**config.mk**
```make
export PLATFORM = sky130hd
export DESIGN_NAME = sdCardTop
export DESIGN_NICKNAME = d
export VERILOG_FILES = /design/src/common/sdFramePkg.sv /design/src/common/sdCardPkg.sv /design/src/design/sdCrc7.sv /design/src/cmdRx/sdCmdReceiver.sv /design/src/card/sdCmdDecoder.sv /design/src/respTx/sdRespTransmitter.sv /design/src/design/sdCardTop.sv
export SDC_FILE = /design/constraint.sdc
export NUM_CORES = 1
export LEC_CHECK = 0
export BUFFER_PORTS_ARGS = -buffer_cell sky130_fd_sc_hd__buf_2
export CORE_MARGIN = 3
export CORE_UTILIZATION = 40
export DETAILED_ROUTE_END_ITERATION = 7
export GPL_TIMING_DRIVEN = 0
export PLACE_DENSITY = 0.65
export SETUP_SLACK_MARGIN = 0.4
export SLEW_MARGIN = 20
export SYNTH_ARGS = -nofsm -noshare
export SYNTH_HDL_FRONTEND = slang
export SYNTH_SLANG_ARGS = --single-unit
```
**constraint.sdc**
```tcl
create_clock -name clk -period 8.55 [get_ports clk]
set_input_delay 0.855 -clock clk [delete_from_list [all_inputs] [get_ports clk]]
set_output_delay 0.855 -clock clk [all_outputs]
set_load 0.03 [all_outputs]
```
**src/common/sdFramePkg.sv**
```systemverilog
`default_nettype none

package sdFramePkg;

    // ========================================
    // Frame geometry on the CMD line
    // ========================================
    localparam int cmdFrameBits = 48;
    localparam int r1Bits       = 48;
    localparam int r2Bits       = 136;
    localparam int crc7Bits     = 7;
    localparam int cmdIndexW    = 6;

    // Start, transmission, index and argument bits covered by CRC7
    localparam int payloadBits  = cmdFrameBits - crc7Bits - 1;
    localparam int frameCntW    = $clog2(cmdFrameBits);
    localparam int respCntW     = $clog2(r2Bits + 1);

    // App flag in the top bit, command index below
    typedef logic [cmdIndexW:0] sdCmdT;

    localparam sdCmdT cmdGoIdle       = {1'b0, 6'd0};
    localparam sdCmdT cmdAllSendCid   = {1'b0, 6'd2};
    localparam sdCmdT cmdSendRca      = {1'b0, 6'd3};
    localparam sdCmdT cmdSelect       = {1'b0, 6'd7};
    localparam sdCmdT cmdSendIfCond   = {1'b0, 6'd8};
    localparam sdCmdT cmdAppCmd       = {1'b0, 6'd55};
    localparam sdCmdT acmdSetBlkCount = {1'b1, 6'd23};
    localparam sdCmdT acmdSendOpCond  = {1'b1, 6'd41};

    // Argument word, read as an address or as a block count
    typedef union packed {
        struct packed {
            logic [15:0] rca;
            logic [15:0] stuff;
        } rcaView;
        struct packed {
            logic [8:0]  reserved;
            logic [22:0] blockCount;
        } cntView;
    } cmdArgU;

    typedef logic [2:0] sdErrT;

    localparam sdErrT errNone       = 3'd0;
    localparam sdErrT errPreamble   = 3'd1;
    localparam sdErrT errCrc        = 3'd2;
    localparam sdErrT errEndBit     = 3'd3;
    localparam sdErrT errIllegalCmd = 3'd4;
    localparam sdErrT errBadRca     = 3'd5;
    localparam sdErrT errZeroCount  = 3'd6;
    localparam sdErrT errBusy       = 3'd7;

endpackage

`default_nettype wire

```
**src/common/sdCardPkg.sv**
```systemverilog
`default_nettype none

package sdCardPkg;

    // ========================================
    // Card identity
    // ========================================
    localparam logic [15:0] cardRca = 16'hAAAA;

    // Complete R2 frame, CRC and end bit included
    localparam logic [135:0] cidValue = 136'h3f_0353_4453_5231_3238_808b_b79d_6601_4677;

    // ========================================
    // R1 words, header plus argument
    // ========================================
    // CRC7 and end bit are appended by the transmitter
    localparam logic [39:0] respSendRca     = 40'h03_aaaa_0520;
    localparam logic [39:0] respSelect      = 40'h07_0000_0700;
    localparam logic [39:0] respIfCond      = 40'h08_0000_01aa;
    localparam logic [39:0] respAppCmd      = 40'h37_0000_0120;

    // OCR with power-up bit clear, then set
    localparam logic [39:0] respOpCondBusy  = 40'h3f_00ff_8080;
    localparam logic [39:0] respOpCondReady = 40'h3f_c1ff_8080;

    // ========================================
    // Timing
    // ========================================
    // Idle cycles between response acceptance and start bit
    localparam int respDelay  = 2;
    localparam int respDelayW = $clog2(respDelay + 1);

endpackage

`default_nettype wire

```
**src/design/sdCrc7.sv**
```systemverilog
`timescale 1ns/1ps
`default_nettype none

module sdCrc7 import sdFramePkg::*; (
    input  logic                clk,
    input  logic                rst_,
    input  logic                clear,
    input  logic                shiftEn,
    input  logic                din,
    output logic [crc7Bits-1:0] crc
);

    logic [crc7Bits-1:0] base;
    logic                fb;

    // Clear and first bit may land on the same edge
    assign base = clear ? '0 : crc;
    assign fb   = din ^ base[6];

    // x^7 + x^3 + 1, feedback into bits 0 and 3
    always_ff @(posedge clk) begin
        if (!rst_) begin
            crc <= '0;
        end else if (shiftEn) begin
            crc <= {base[5:3], base[2] ^ fb, base[1:0], fb};
        end else begin
            crc <= base;
        end
    end

endmodule

`default_nettype wire

```
**src/cmdRx/sdCmdReceiver.sv**
```systemverilog
`timescale 1ns/1ps
`default_nettype none

module sdCmdReceiver import sdFramePkg::*; (
    input  logic        clk,
    input  logic        rst_,
    input  logic        cmdIn,
    input  logic        cmdOe,
    output logic        frameValid,
    output sdCmdT       frameCmd,
    output logic [31:0] frameArg,
    output sdErrT       frameErr
);

    logic                    active;
    logic [frameCntW-1:0]    bitCnt;
    logic [cmdFrameBits-2:0] shiftReg;
    logic                    startDet;
    logic                    lastBit;
    logic                    crcEn;
    logic [crc7Bits-1:0]     crc;
    sdErrT                   checkErr;

    // Line is ours only while the card is not driving
    assign startDet = !active && !cmdOe && !cmdIn;
    assign lastBit  = active && (bitCnt == frameCntW'(cmdFrameBits - 1));
    assign crcEn    = startDet || (active && bitCnt < frameCntW'(payloadBits));

    sdCrc7 sdCrc7_inst (
        .clk     (clk),
        .rst_    (rst_),
        .clear   (startDet),
        .shiftEn (crcEn),
        .din     (cmdIn),
        .crc     (crc)
    );

    // ========================================
    // Frame checks on the end-bit cycle
    // ========================================
    // shiftReg holds bits 47..1, cmdIn is the end bit
    always_comb begin
        if (shiftReg[cmdFrameBits-2 -: 2] != 2'b01) begin
            checkErr = errPreamble;
        end else if (shiftReg[crc7Bits-1:0] != crc) begin
            checkErr = errCrc;
        end else if (!cmdIn) begin
            checkErr = errEndBit;
        end else begin
            checkErr = errNone;
        end
    end

    always_ff @(posedge clk) begin
        if (!rst_) begin
            active     <= 1'b0;
            bitCnt     <= '0;
            frameValid <= 1'b0;
        end else begin
            frameValid <= lastBit;
            if (startDet) begin
                active <= 1'b1;
                bitCnt <= frameCntW'(1);
            end else if (lastBit) begin
                active <= 1'b0;
                bitCnt <= '0;
            end else if (active) begin
                bitCnt <= bitCnt + 1'b1;
            end
        end
    end

    always_ff @(posedge clk) begin
        if (startDet || active) begin
            shiftReg <= {shiftReg[cmdFrameBits-3:0], cmdIn};
        end
        if (lastBit) begin
            frameCmd <= {1'b0, shiftReg[cmdFrameBits-4 -: cmdIndexW]};
            frameArg <= shiftReg[payloadBits-2 -: 32];
            frameErr <= checkErr;
        end
    end

endmodule

`default_nettype wire

```
**src/card/sdCmdDecoder.sv**
```systemverilog
`timescale 1ns/1ps
`default_nettype none

module sdCmdDecoder import sdFramePkg::*; import sdCardPkg::*; (
    input  logic              clk,
    input  logic              rst_,
    input  logic              frameValid,
    input  sdCmdT             frameCmd,
    input  logic [31:0]       frameArg,
    input  sdErrT             frameErr,
    input  logic              respReady,
    output logic              respValid,
    output logic              respLong,
    output logic [r2Bits-1:0] respWord,
    output logic              cmdErr,
    output sdErrT             errCode
);

    logic              appFlag;
    logic              readyFlag;
    logic [15:0]       rcaReg;
    sdCmdT             fullCmd;
    cmdArgU            argU;
    sdErrT             decErr;
    logic              decSend;
    logic              decLong;
    logic [r2Bits-1:0] decResp;
    logic              pending;
    logic              loadResp;

    // Short word left aligned, tail filled with idle ones
    function automatic logic [r2Bits-1:0] shortResp(input logic [payloadBits-1:0] w);
        return {w, {(r2Bits - payloadBits){1'b1}}};
    endfunction

    assign fullCmd  = {appFlag, frameCmd[cmdIndexW-1:0]};
    assign argU     = frameArg;
    assign pending  = respValid && !respReady;
    assign loadResp = frameValid && !pending && decErr == errNone && decSend;

    // ========================================
    // Command decode
    // ========================================
    always_comb begin
        decErr  = errNone;
        decSend = 1'b0;
        decLong = 1'b0;
        decResp = '1;
        if (frameErr != errNone) begin
            decErr = frameErr;
        end else begin
            case (fullCmd)
                cmdGoIdle: begin
                end
                cmdAllSendCid: begin
                    decSend = 1'b1;
                    decLong = 1'b1;
                    decResp = cidValue;
                end
                cmdSendRca: begin
                    decSend = 1'b1;
                    decResp = shortResp(respSendRca);
                end
                cmdSelect: begin
                    if (argU.rcaView.rca != rcaReg) begin
                        decErr = errBadRca;
                    end else begin
                        decSend = 1'b1;
                        decResp = shortResp(respSelect);
                    end
                end
                cmdSendIfCond: begin
                    decSend = 1'b1;
                    decResp = shortResp(respIfCond);
                end
                cmdAppCmd: begin
                    decSend = 1'b1;
                    decResp = shortResp(respAppCmd);
                end
                acmdSetBlkCount: begin
                    if (argU.cntView.blockCount == '0) begin
                        decErr = errZeroCount;
                    end else begin
                        // Same R1 word as CMD3
                        decSend = 1'b1;
                        decResp = shortResp(respSendRca);
                    end
                end
                acmdSendOpCond: begin
                    decSend = 1'b1;
                    decResp = shortResp(readyFlag ? respOpCondReady : respOpCondBusy);
                end
                default: begin
                    decErr = errIllegalCmd;
                end
            endcase
        end
    end

    // ========================================
    // Card state and response register
    // ========================================
    always_ff @(posedge clk) begin
        if (!rst_) begin
            appFlag   <= 1'b0;
            readyFlag <= 1'b0;
            rcaReg    <= '0;
            respValid <= 1'b0;
            cmdErr    <= 1'b0;
            errCode   <= errNone;
        end else begin
            cmdErr <= 1'b0;
            if (respValid && respReady) begin
                respValid <= 1'b0;
            end
            if (frameValid) begin
                if (pending) begin
                    // Response still queued, frame is lost
                    cmdErr  <= 1'b1;
                    errCode <= errBusy;
                end else if (decErr != errNone) begin
                    cmdErr  <= 1'b1;
                    errCode <= decErr;
                    appFlag <= 1'b0;
                end else begin
                    appFlag <= (fullCmd == cmdAppCmd);
                    if (decSend) begin
                        respValid <= 1'b1;
                    end
                    case (fullCmd)
                        cmdGoIdle: begin
                            rcaReg    <= '0;
                            readyFlag <= 1'b0;
                        end
                        cmdSendRca:     rcaReg    <= cardRca;
                        acmdSendOpCond: readyFlag <= 1'b1;
                        default: begin
                        end
                    endcase
                end
            end
        end
    end

    always_ff @(posedge clk) begin
        if (loadResp) begin
            respWord <= decResp;
            respLong <= decLong;
        end
    end

endmodule

`default_nettype wire

```
**src/respTx/sdRespTransmitter.sv**
```systemverilog
`timescale 1ns/1ps
`default_nettype none

module sdRespTransmitter import sdFramePkg::*; import sdCardPkg::*; (
    input  logic              clk,
    input  logic              rst_,
    input  logic              respValid,
    input  logic              respLong,
    input  logic [r2Bits-1:0] respWord,
    output logic              respReady,
    output logic              cmdOut,
    output logic              cmdOe
);

    logic                  waiting;
    logic [respDelayW-1:0] delayCnt;
    logic                  isLong;
    logic [respCntW-1:0]   bitIdx;
    logic [respCntW-1:0]   lastIdx;
    logic [r2Bits-1:0]     shiftReg;
    logic [r2Bits-1:0]     shiftNext;
    logic                  accept;
    logic                  emit;
    logic                  crcSlot;
    logic                  crcEn;
    logic                  txBit;
    logic [crc7Bits-1:0]   crc;

    assign lastIdx   = isLong ? respCntW'(r2Bits) : respCntW'(r1Bits);
    assign respReady = !waiting && !cmdOe;
    assign accept    = respValid && respReady;

    // One bit leaves per emit, starting when the delay runs out
    assign emit    = (waiting && delayCnt == '0) || (cmdOe && bitIdx != lastIdx);
    assign crcSlot = !isLong && bitIdx == respCntW'(payloadBits);
    assign crcEn   = emit && !isLong && bitIdx < respCntW'(payloadBits);

    // ========================================
    // Bit selection
    // ========================================
    // At bit 40 the CRC and end bit replace the register top
    assign txBit     = crcSlot ? crc[crc7Bits-1] : shiftReg[r2Bits-1];
    assign shiftNext = crcSlot ? {crc[crc7Bits-2:0], 1'b1, {(r2Bits - crc7Bits){1'b1}}}
                               : {shiftReg[r2Bits-2:0], 1'b1};

    sdCrc7 sdCrc7_inst (
        .clk     (clk),
        .rst_    (rst_),
        .clear   (accept),
        .shiftEn (crcEn),
        .din     (shiftReg[r2Bits-1]),
        .crc     (crc)
    );

    always_ff @(posedge clk) begin
        if (!rst_) begin
            waiting  <= 1'b0;
            delayCnt <= '0;
            isLong   <= 1'b0;
            bitIdx   <= '0;
            cmdOe    <= 1'b0;
            cmdOut   <= 1'b1;
        end else if (accept) begin
            waiting  <= 1'b1;
            delayCnt <= respDelayW'(respDelay);
            isLong   <= respLong;
            bitIdx   <= '0;
        end else if (emit) begin
            waiting <= 1'b0;
            cmdOe   <= 1'b1;
            cmdOut  <= txBit;
            bitIdx  <= bitIdx + 1'b1;
        end else if (waiting) begin
            delayCnt <= delayCnt - 1'b1;
        end else if (cmdOe) begin
            // Last bit done, release the line
            cmdOe  <= 1'b0;
            cmdOut <= 1'b1;
        end
    end

    always_ff @(posedge clk) begin
        if (accept) begin
            shiftReg <= respWord;
        end else if (emit) begin
            shiftReg <= shiftNext;
        end
    end

endmodule

`default_nettype wire

```
**src/design/sdCardTop.sv**
```systemverilog
`timescale 1ns/1ps
`default_nettype none

module sdCardTop import sdFramePkg::*; (
    input  logic  clk,
    input  logic  rst_,
    input  logic  cmdIn,
    output logic  cmdOut,
    output logic  cmdOe,
    output logic  cmdErr,
    output sdErrT errCode
);

    // Receiver to decoder
    logic        frameValid;
    sdCmdT       frameCmd;
    logic [31:0] frameArg;
    sdErrT       frameErr;

    // Decoder to transmitter
    logic              respValid;
    logic              respLong;
    logic [r2Bits-1:0] respWord;
    logic              respReady;

    sdCmdReceiver sdCmdReceiver_inst (
        .clk        (clk),
        .rst_       (rst_),
        .cmdIn      (cmdIn),
        .cmdOe      (cmdOe),
        .frameValid (frameValid),
        .frameCmd   (frameCmd),
        .frameArg   (frameArg),
        .frameErr   (frameErr)
    );

    sdCmdDecoder sdCmdDecoder_inst (
        .clk        (clk),
        .rst_       (rst_),
        .frameValid (frameValid),
        .frameCmd   (frameCmd),
        .frameArg   (frameArg),
        .frameErr   (frameErr),
        .respReady  (respReady),
        .respValid  (respValid),
        .respLong   (respLong),
        .respWord   (respWord),
        .cmdErr     (cmdErr),
        .errCode    (errCode)
    );

    sdRespTransmitter sdRespTransmitter_inst (
        .clk       (clk),
        .rst_      (rst_),
        .respValid (respValid),
        .respLong  (respLong),
        .respWord  (respWord),
        .respReady (respReady),
        .cmdOut    (cmdOut),
        .cmdOe     (cmdOe)
    );

endmodule

`default_nettype wire

```
-- Word level (Yosys, flattened, before mapping)
Index checks and enable logic that the tools add are counted.
- word-level logic and storage cells: 160
- bits of input ports: 3
- register bits: 420
- output and inout port bits: 6
- add/sub/neg operators: 3
- eq/ne operators: 15
- $lt $le $gt $ge: 2
- bitwise operators: 9
- reduce and logical (&&, ||, !) cells: 53
- multiplexer cells: 51
- operators with widths (operator ; count):
    $pmux W136 S7 ; 1
    $mux W136 ; 5
    $mux W32 ; 1
    $pmux W16 S2 ; 1
    $mux W7 ; 4
    $mux W1 ; 25
    $logic_not A23 Y1 ; 1
    $ne A16 B16 Y1 ; 1
    $logic_and A1 B1 Y1 ; 15
    $mux W3 ; 5
    $eq A7 B2 Y1 const B ; 2
    $eq A7 B7 Y1 const B ; 2
    $reduce_bool A2 Y1 ; 7
    $reduce_and A2 Y1 ; 6
    $mux W2 ; 5
    $pmux W3 S3 ; 1
    $reduce_bool A3 Y1 ; 3
    $add A8 B1 Y8 const B ; 1
    $eq A8 B6 Y1 const B ; 1
    $lt A8 B6 Y1 const B ; 1
    $mux W8 ; 1
    $ne A8 B8 Y1 ; 1
    $reduce_and A4 Y1 ; 2
    $eq A7 B3 Y1 const B ; 1
    23 further kinds ; 40

-- Logic depth before layout (Yosys ltp)
- depth in word-level cells: 8
- mapped depth: 8
- depth with buffers taken out: 8

-- Cells and area by module
From an unflattened synthesis, not the netlist that was laid out.
- cell total of the unflattened synthesis: 900
- area, all modules: 12897.4 um^2
- modules (own cells, without submodules) (module ; times used ; cells each ; seq. area each (um^2) ; area an instance (um^2)):
    sdRespTransmitter ; 1 ; 414 ; 4364.2 ; 6495.0
    sdCmdReceiver ; 1 ; 147 ; 2772.7 ; 3120.5
    sdCmdDecoder ; 1 ; 277 ; 880.8 ; 2653.8
    sdCrc7 ; 2 ; 31 ; 140.1 ; 314.1

-- Least setup slack after synthesis
OpenSTA, ideal clock, no wires.
- kind: reg2reg
- start point: reg sdRespTransmitter_inst.cmdOe
- end point: reg sdRespTransmitter_inst.shiftReg[100] (enable)
- library setup time: 1.149 ns
- period minus slack after synthesis: 4.886 ns
- setup slack: 3.664 ns
- cell stages (with the launch flop): 7
- arrival: 3.737 ns
- required time: 7.401 ns
- path buffers: 3
- cell sequence: dfxtp_1 -> clkbuf_1 -> nor2_1 -> nand2_1 -> clkbuf_1 -> clkbuf_1 -> nand2_1
- cells in the longest elaborated chain, start to end: 4
- elaborated cells on any way between the ends: 6
- classes of those cells: 6 x reduce/logical
- ends and longest elaborated chain (item ; RTL line ; RTL):
    start, declared ; sdRespTransmitter.sv:12 ; output logic cmdOe
    start signal, assigned ; sdRespTransmitter.sv:61 ; cmdOe <= 1'b0;
    start signal, assigned ; sdRespTransmitter.sv:70 ; cmdOe <= 1'b1;
    start signal, assigned ; sdRespTransmitter.sv:77 ; cmdOe <= 1'b0;
    $logic_not A1 Y1 ; sdRespTransmitter.sv:30 ; assign respReady = !waiting && !cmdOe;
    $logic_and A1 B1 Y1 ; sdRespTransmitter.sv:30 ;
    $logic_and A1 B1 Y1 ; sdRespTransmitter.sv:31 ; assign accept = respValid && respReady;
    $reduce_bool A2 Y1 (no source line) * ; - ;
    end signal, assigned ; sdRespTransmitter.sv:84 ; shiftReg <= respWord;
    end signal, assigned ; sdRespTransmitter.sv:86 ; shiftReg <= shiftNext;
    end, declared ; sdRespTransmitter.sv:20 ; logic [r2Bits-1:0] shiftReg;
Mark *: on every way between the ends. The rest lies on a longest branch, timed or not.
A chain may end at the register's enable or synchronous reset.

-- Worst setup path in the final report
- start point: reg sdCmdReceiver_inst.frameCmd[2]
- end point: reg sdCmdDecoder_inst.respWord[119] (enable)
- cells in the longest elaborated chain, start to end: 7
- elaborated cells on any way between the ends: 17
- classes of those cells: 7 x eq/ne; 4 x mux; 6 x reduce/logical
- ends and longest elaborated chain (item ; RTL line ; RTL):
    start, declared ; sdCmdReceiver.sv:10 ; output sdCmdT frameCmd,
    start signal, assigned ; sdCmdReceiver.sv:78 ; frameCmd <= {1'b0, shiftReg[cmdFrameBits-4 -: cmdIndexW]};
    $eq A7 B2 Y1, or another cell as far along ; sdCmdDecoder.sv:52 ; case (fullCmd)
    $reduce_or A6 Y1 (no source line) ; - ;
    $pmux W3 S3 ; sdCmdDecoder.sv:52 ;
    $mux W3 ; sdCmdDecoder.sv:49 ; if (frameErr != errNone) begin
    $logic_not A3 Y1 ; sdCmdDecoder.sv:39 ; assign loadResp = frameValid && !pending && decErr == errNone && decSend;
    $logic_and A1 B1 Y1 ; sdCmdDecoder.sv:39 ;
    $logic_and A1 B1 Y1 * ; sdCmdDecoder.sv:39 ;
    named net sdCmdDecoder_inst.loadResp ; sdCmdDecoder.sv:29 ; logic loadResp;
    end signal, assigned ; sdCmdDecoder.sv:147 ; respWord <= decResp;
    end, declared ; sdCmdDecoder.sv:14 ; output logic [r2Bits-1:0] respWord,
Mark *: on every way through the listed nets, which the timed path passes. The rest lies on a longest branch.

==> key figures <==
Status
  – Status: complete, no violations

Floorplan
  – Initial Util: 40.8%
  – Die height: 172 um
  – Core footprint: 0.0270 mm2
  – Chip Width: 172 um
  – # rows: 60
  – IO Pins: 9
  – Die footprint: 0.0296 mm2

GRT
  – GR Util met1: 17.9%
  – Initial antenna violation count: 0
  – Grt ovf: 0
  – First-pass GRT wire length: 29.2 mm
  – Total track usage: 12.0%
  – Met3 Usage GRT: 2.35%
  – Largest net degree at the start of global routing: 59
  – Met2 Usage GRT: 18.2%
  – Vias in the first global route: 5746
  – Most used routing layer: met2

Detailed routing
  – Post-DR vias/cell: 5.07
  – Residual DRC: 0
  – Total wire length: 17.6 mm
  – Number of DRC markers in iteration 0: 438
  – Routed length per instance: 15.0 um
  – Post-route ant nets: 0
  – DR vias: 5948
  – DR pass1 iterations: 4

Clock tree
  – CTS max path bufs: 3
  – CTS H-tree depth: 1
  – Cts repair resizes: 0
  – Post-CTS setup buffers: 0
  – Latest clock arrival within the worst-skew pair: 0.53 ns
  – Worst-path clk slew: 0.06 ns
  – TritonCTS clock tree: done
  – CTS Root Cell: clkbuf_16
  – CTS Hold Bufs: 0
  – Clock Sinks: 288
  – CTS Buf Count: 28

STA
  – Final hold slack: 0.446 ns
  – Worst-margin pin slew: 1.12 ns
  – Max Freq: 0.277 GHz
  – Final hold violations: 0
  – Final Cycle Share: 42.3%
  – Final setup fails: 0
  – RSZ-0062 raised after global routing: no
  – Relative max-transition margin: 24.6%
  – Final Critical Period: 3.61 ns
  – Setup TNS: 0 ns
  – Max Clock Skew: 0.00785 ns
  – Final Max Slew Viols: 0

Yosys
  – Syn_nets: 771
  – Post-synthesis simple-gate area fraction: 11.1%
  – Area share of fa/ha/maj cells after synthesis: 0.453%
  – Synth Cell Area: 0.0110 mm2
  – Syn_area_per_cell: 14.4 um2
  – Compound-Gate Fraction of Synth Area: 8.57%
  – Multiplexer share of the synthesized area: 1.92%
  – Gate count of the mapped netlist: 764
  – Yosys warnings: 0
  – Asr flop ratio synth: 0%
  – Yosys reg bits: 288
  – Largest family of logic cells by synthesized area: simple AND/OR/NAND/NOR gates
  – Post-synth top flop: edfxtp_1
  – Xor/xnor share of the synthesized area: 1.82%
  – Synth unique cells: 53
  – EDFF count, synth: 244
  – Sequential area share after synthesis: 74.4%

Placement
  – Placed Area: 0.0116 mm2
  – PortBufs: 7
  – HPWL Detailed: 11.0 mm
  – RePlAce Congestion: 0.800

Min path
  – Cells on Worst Hold Path: 0
  – Hold Path Class: reg2reg

Finish
  – P&R area growth vs syn: 14.4%
  – Antenna cells: 0
  – Area of the multi-input gates: 0.00266 mm2
  – Most common cell after layout, fill and taps aside: edfxtp_1
  – Area occupied by registers: 0.00821 mm2
  – Final-stage net count: 817
  – Post-layout util: 46.7%
  – Share of cells above drive strength 1: 13.3%
  – Most frequent cells in the layout: edfxtp_1 (244), nand2_1 (64), nor2_1 (57), o21a_1 (55), dfxtp_1 (44)
  – Post-route cell area: 0.0126 mm2
  – Fillers: 2378

Worst setup path
  – Startpoint type of the worst setup path: flip-flop
  – Worst setup EP type: flip-flop
  – Worst path arrival time: 3.84 ns
  – CP Max Fanout: 15
  – Register-to-Register Path Depth: 7
  – CP required: 8.78 ns
  – Worst-path cell chain: nor4bb_1 > nand3_1 > and4_1 > a311oi_1 > inv_1 > nor2_2 > buf_6
  – Peak per-stage delay on the critical path: 0.82 ns
  – Worst Path Class, Setup: reg2reg
  – Slowest stage cell, crit path: a311oi_1

Flow run
  – Max cap viols: 0

Power
  – Sw power: 0.543 mW
  – Internal: 2.36 mW
  – Seq pwr share: 54.1%
  – Combinational share of power: 1.1%
  – LEAKAGE: 4.16 nW
  – Clock share of power: 44.8%
  – PD cells: 230 mW/mm2
  – Tot Pwr: 2.90 mW
  – Worst vdd ir: 0.164 mV
  – Switching Fraction: 18.7%
-- cell type report --
| class | count | share of cell area [%] |
|---|---|---|
| sequential | 288 | 65.0 |
| multi-input combinational | 425 | 21.0 |
| clock buffer | 37 | 6.22 |
| tap | 341 | 3.38 |
| clock inverter | 15 | 1.62 |
| timing repair buffer | 16 | 1.20 |
| buffer | 33 | 0.991 |
| inverter | 18 | 0.535 |
-- critical path, delay by kind of cell, from the launching register on --
kind	cells	cell delay, ns
buffers and inverters	2	0.41
and+or+nand+nor	4	1.59
AOI/OAI and AO/OA	1	0.82
DFF	1	0.48
-- per-layer routing --
metal	share of wire, %	vias to the layer above	wire length (um)
li1	-	2926	-
met1	50	2928	8850
met2	45	66	7910
met3	3.2	28	557
met4	1.9	0	329
met5	0	-	0
-- state kept, by name, indices dropped and copies added (netlist names), 2 cells and up --
signal / count
sdRespTransmitter_inst.shiftReg: 133
sdCmdReceiver_inst.bitCnt: 6
sdRespTransmitter_inst.sdCrc7_inst.crc: 7
sdRespTransmitter_inst.delayCnt: 2
sdCmdDecoder_inst.respWord: 23
sdCmdReceiver_inst.frameArg: 32
sdCmdReceiver_inst.sdCrc7_inst.crc: 7
sdCmdReceiver_inst.shiftReg: 47
sdCmdReceiver_inst.frameCmd: 6
sdRespTransmitter_inst.bitIdx: 8
sdCmdReceiver_inst.frameErr: 2
sdCmdDecoder_inst.errCode: 3
-- through the flow --
step | cells | worst slack, ns
2_1_floorplan | 764 | 3.66
3_3_place_gp | 1112 | 2.00
3_5_place_dp | 1121 | 4.92
4_1_cts | 1173 | 4.91
5_1_grt | 1173 | 4.65
6_report | 1173 | 4.94
-- logic make-up after synthesis --
| family | Yosys count |
|---|---|
| flip-flops | 288 |
| AND/OR/NAND/NOR | 242 |
| AO/OA/AOI/OAI | 135 |
| buffers and inverters | 51 |
| XOR/XNOR | 23 |
| multiplexers | 21 |
| adder cells (fa/ha/maj) | 4 |
-- power by group through the flow --
| stage | registers [mW] | logic (mW) | clock network (mW) |
|---|---|---|---|
| 2_1_floorplan | 1.59 | 0.0226 | 0 |
| 3_3_place_gp | 1.60 | 0.0294 | 0 |
| 3_5_place_dp | 1.60 | 0.0324 | 0 |
| 4_1_cts | 1.57 | 0.0323 | 1.33 |
| 5_1_grt | 1.57 | 0.0357 | 1.39 |
| 6_report | 1.57 | 0.0316 | 1.30 |
-- path summary, 6_finish.rpt --
check,start,to,slack (ns)
max,sdCmdReceiver_inst.frameCmd[2],sdCmdDecoder_inst.respWord[119],4.94
min,sdCmdReceiver_inst.shiftReg[38],sdCmdReceiver_inst.shiftReg[39],0.45
max reg2reg,sdCmdReceiver_inst.frameCmd[2],sdCmdDecoder_inst.respWord[119],4.94
min reg2reg,sdCmdReceiver_inst.shiftReg[38],sdCmdReceiver_inst.shiftReg[39],0.45
-- Yosys cell counts (all sizes together), types with 2 or more instances --
cell / n / share of area (%)
a211oi: 4 / 0.27
a21oi: 15 / 0.68
a221oi: 2 / 0.16
a31oi: 2 / 0.11
and2: 10 / 0.59
and3: 2 / 0.16
and3b: 3 / 0.24
clkbuf: 32 / 1.1
dfxtp: 44 / 8.0
edfxtp: 244 / 66
ha: 4 / 0.45
inv: 18 / 0.61
mux2i: 20 / 1.8
nand2: 66 / 2.2
nand2b: 3 / 0.17
nand3: 11 / 0.50
nand3b: 5 / 0.34
nand4: 10 / 0.57
nor2: 58 / 2.0
nor2b: 2 / 0.11
nor3: 7 / 0.32
nor4: 11 / 0.62
nor4bb: 2 / 0.18
o2111ai: 2 / 0.16
o21a: 55 / 3.7
o21ai: 27 / 1.2
o22a: 16 / 1.3
o31ai: 2 / 0.14
o41ai: 3 / 0.31
or2: 41 / 2.3
or3: 6 / 0.39
or4: 2 / 0.17
xnor2: 11 / 0.87
xor2: 12 / 0.95
No activity file was read; power rests on OpenSTA's default activity.
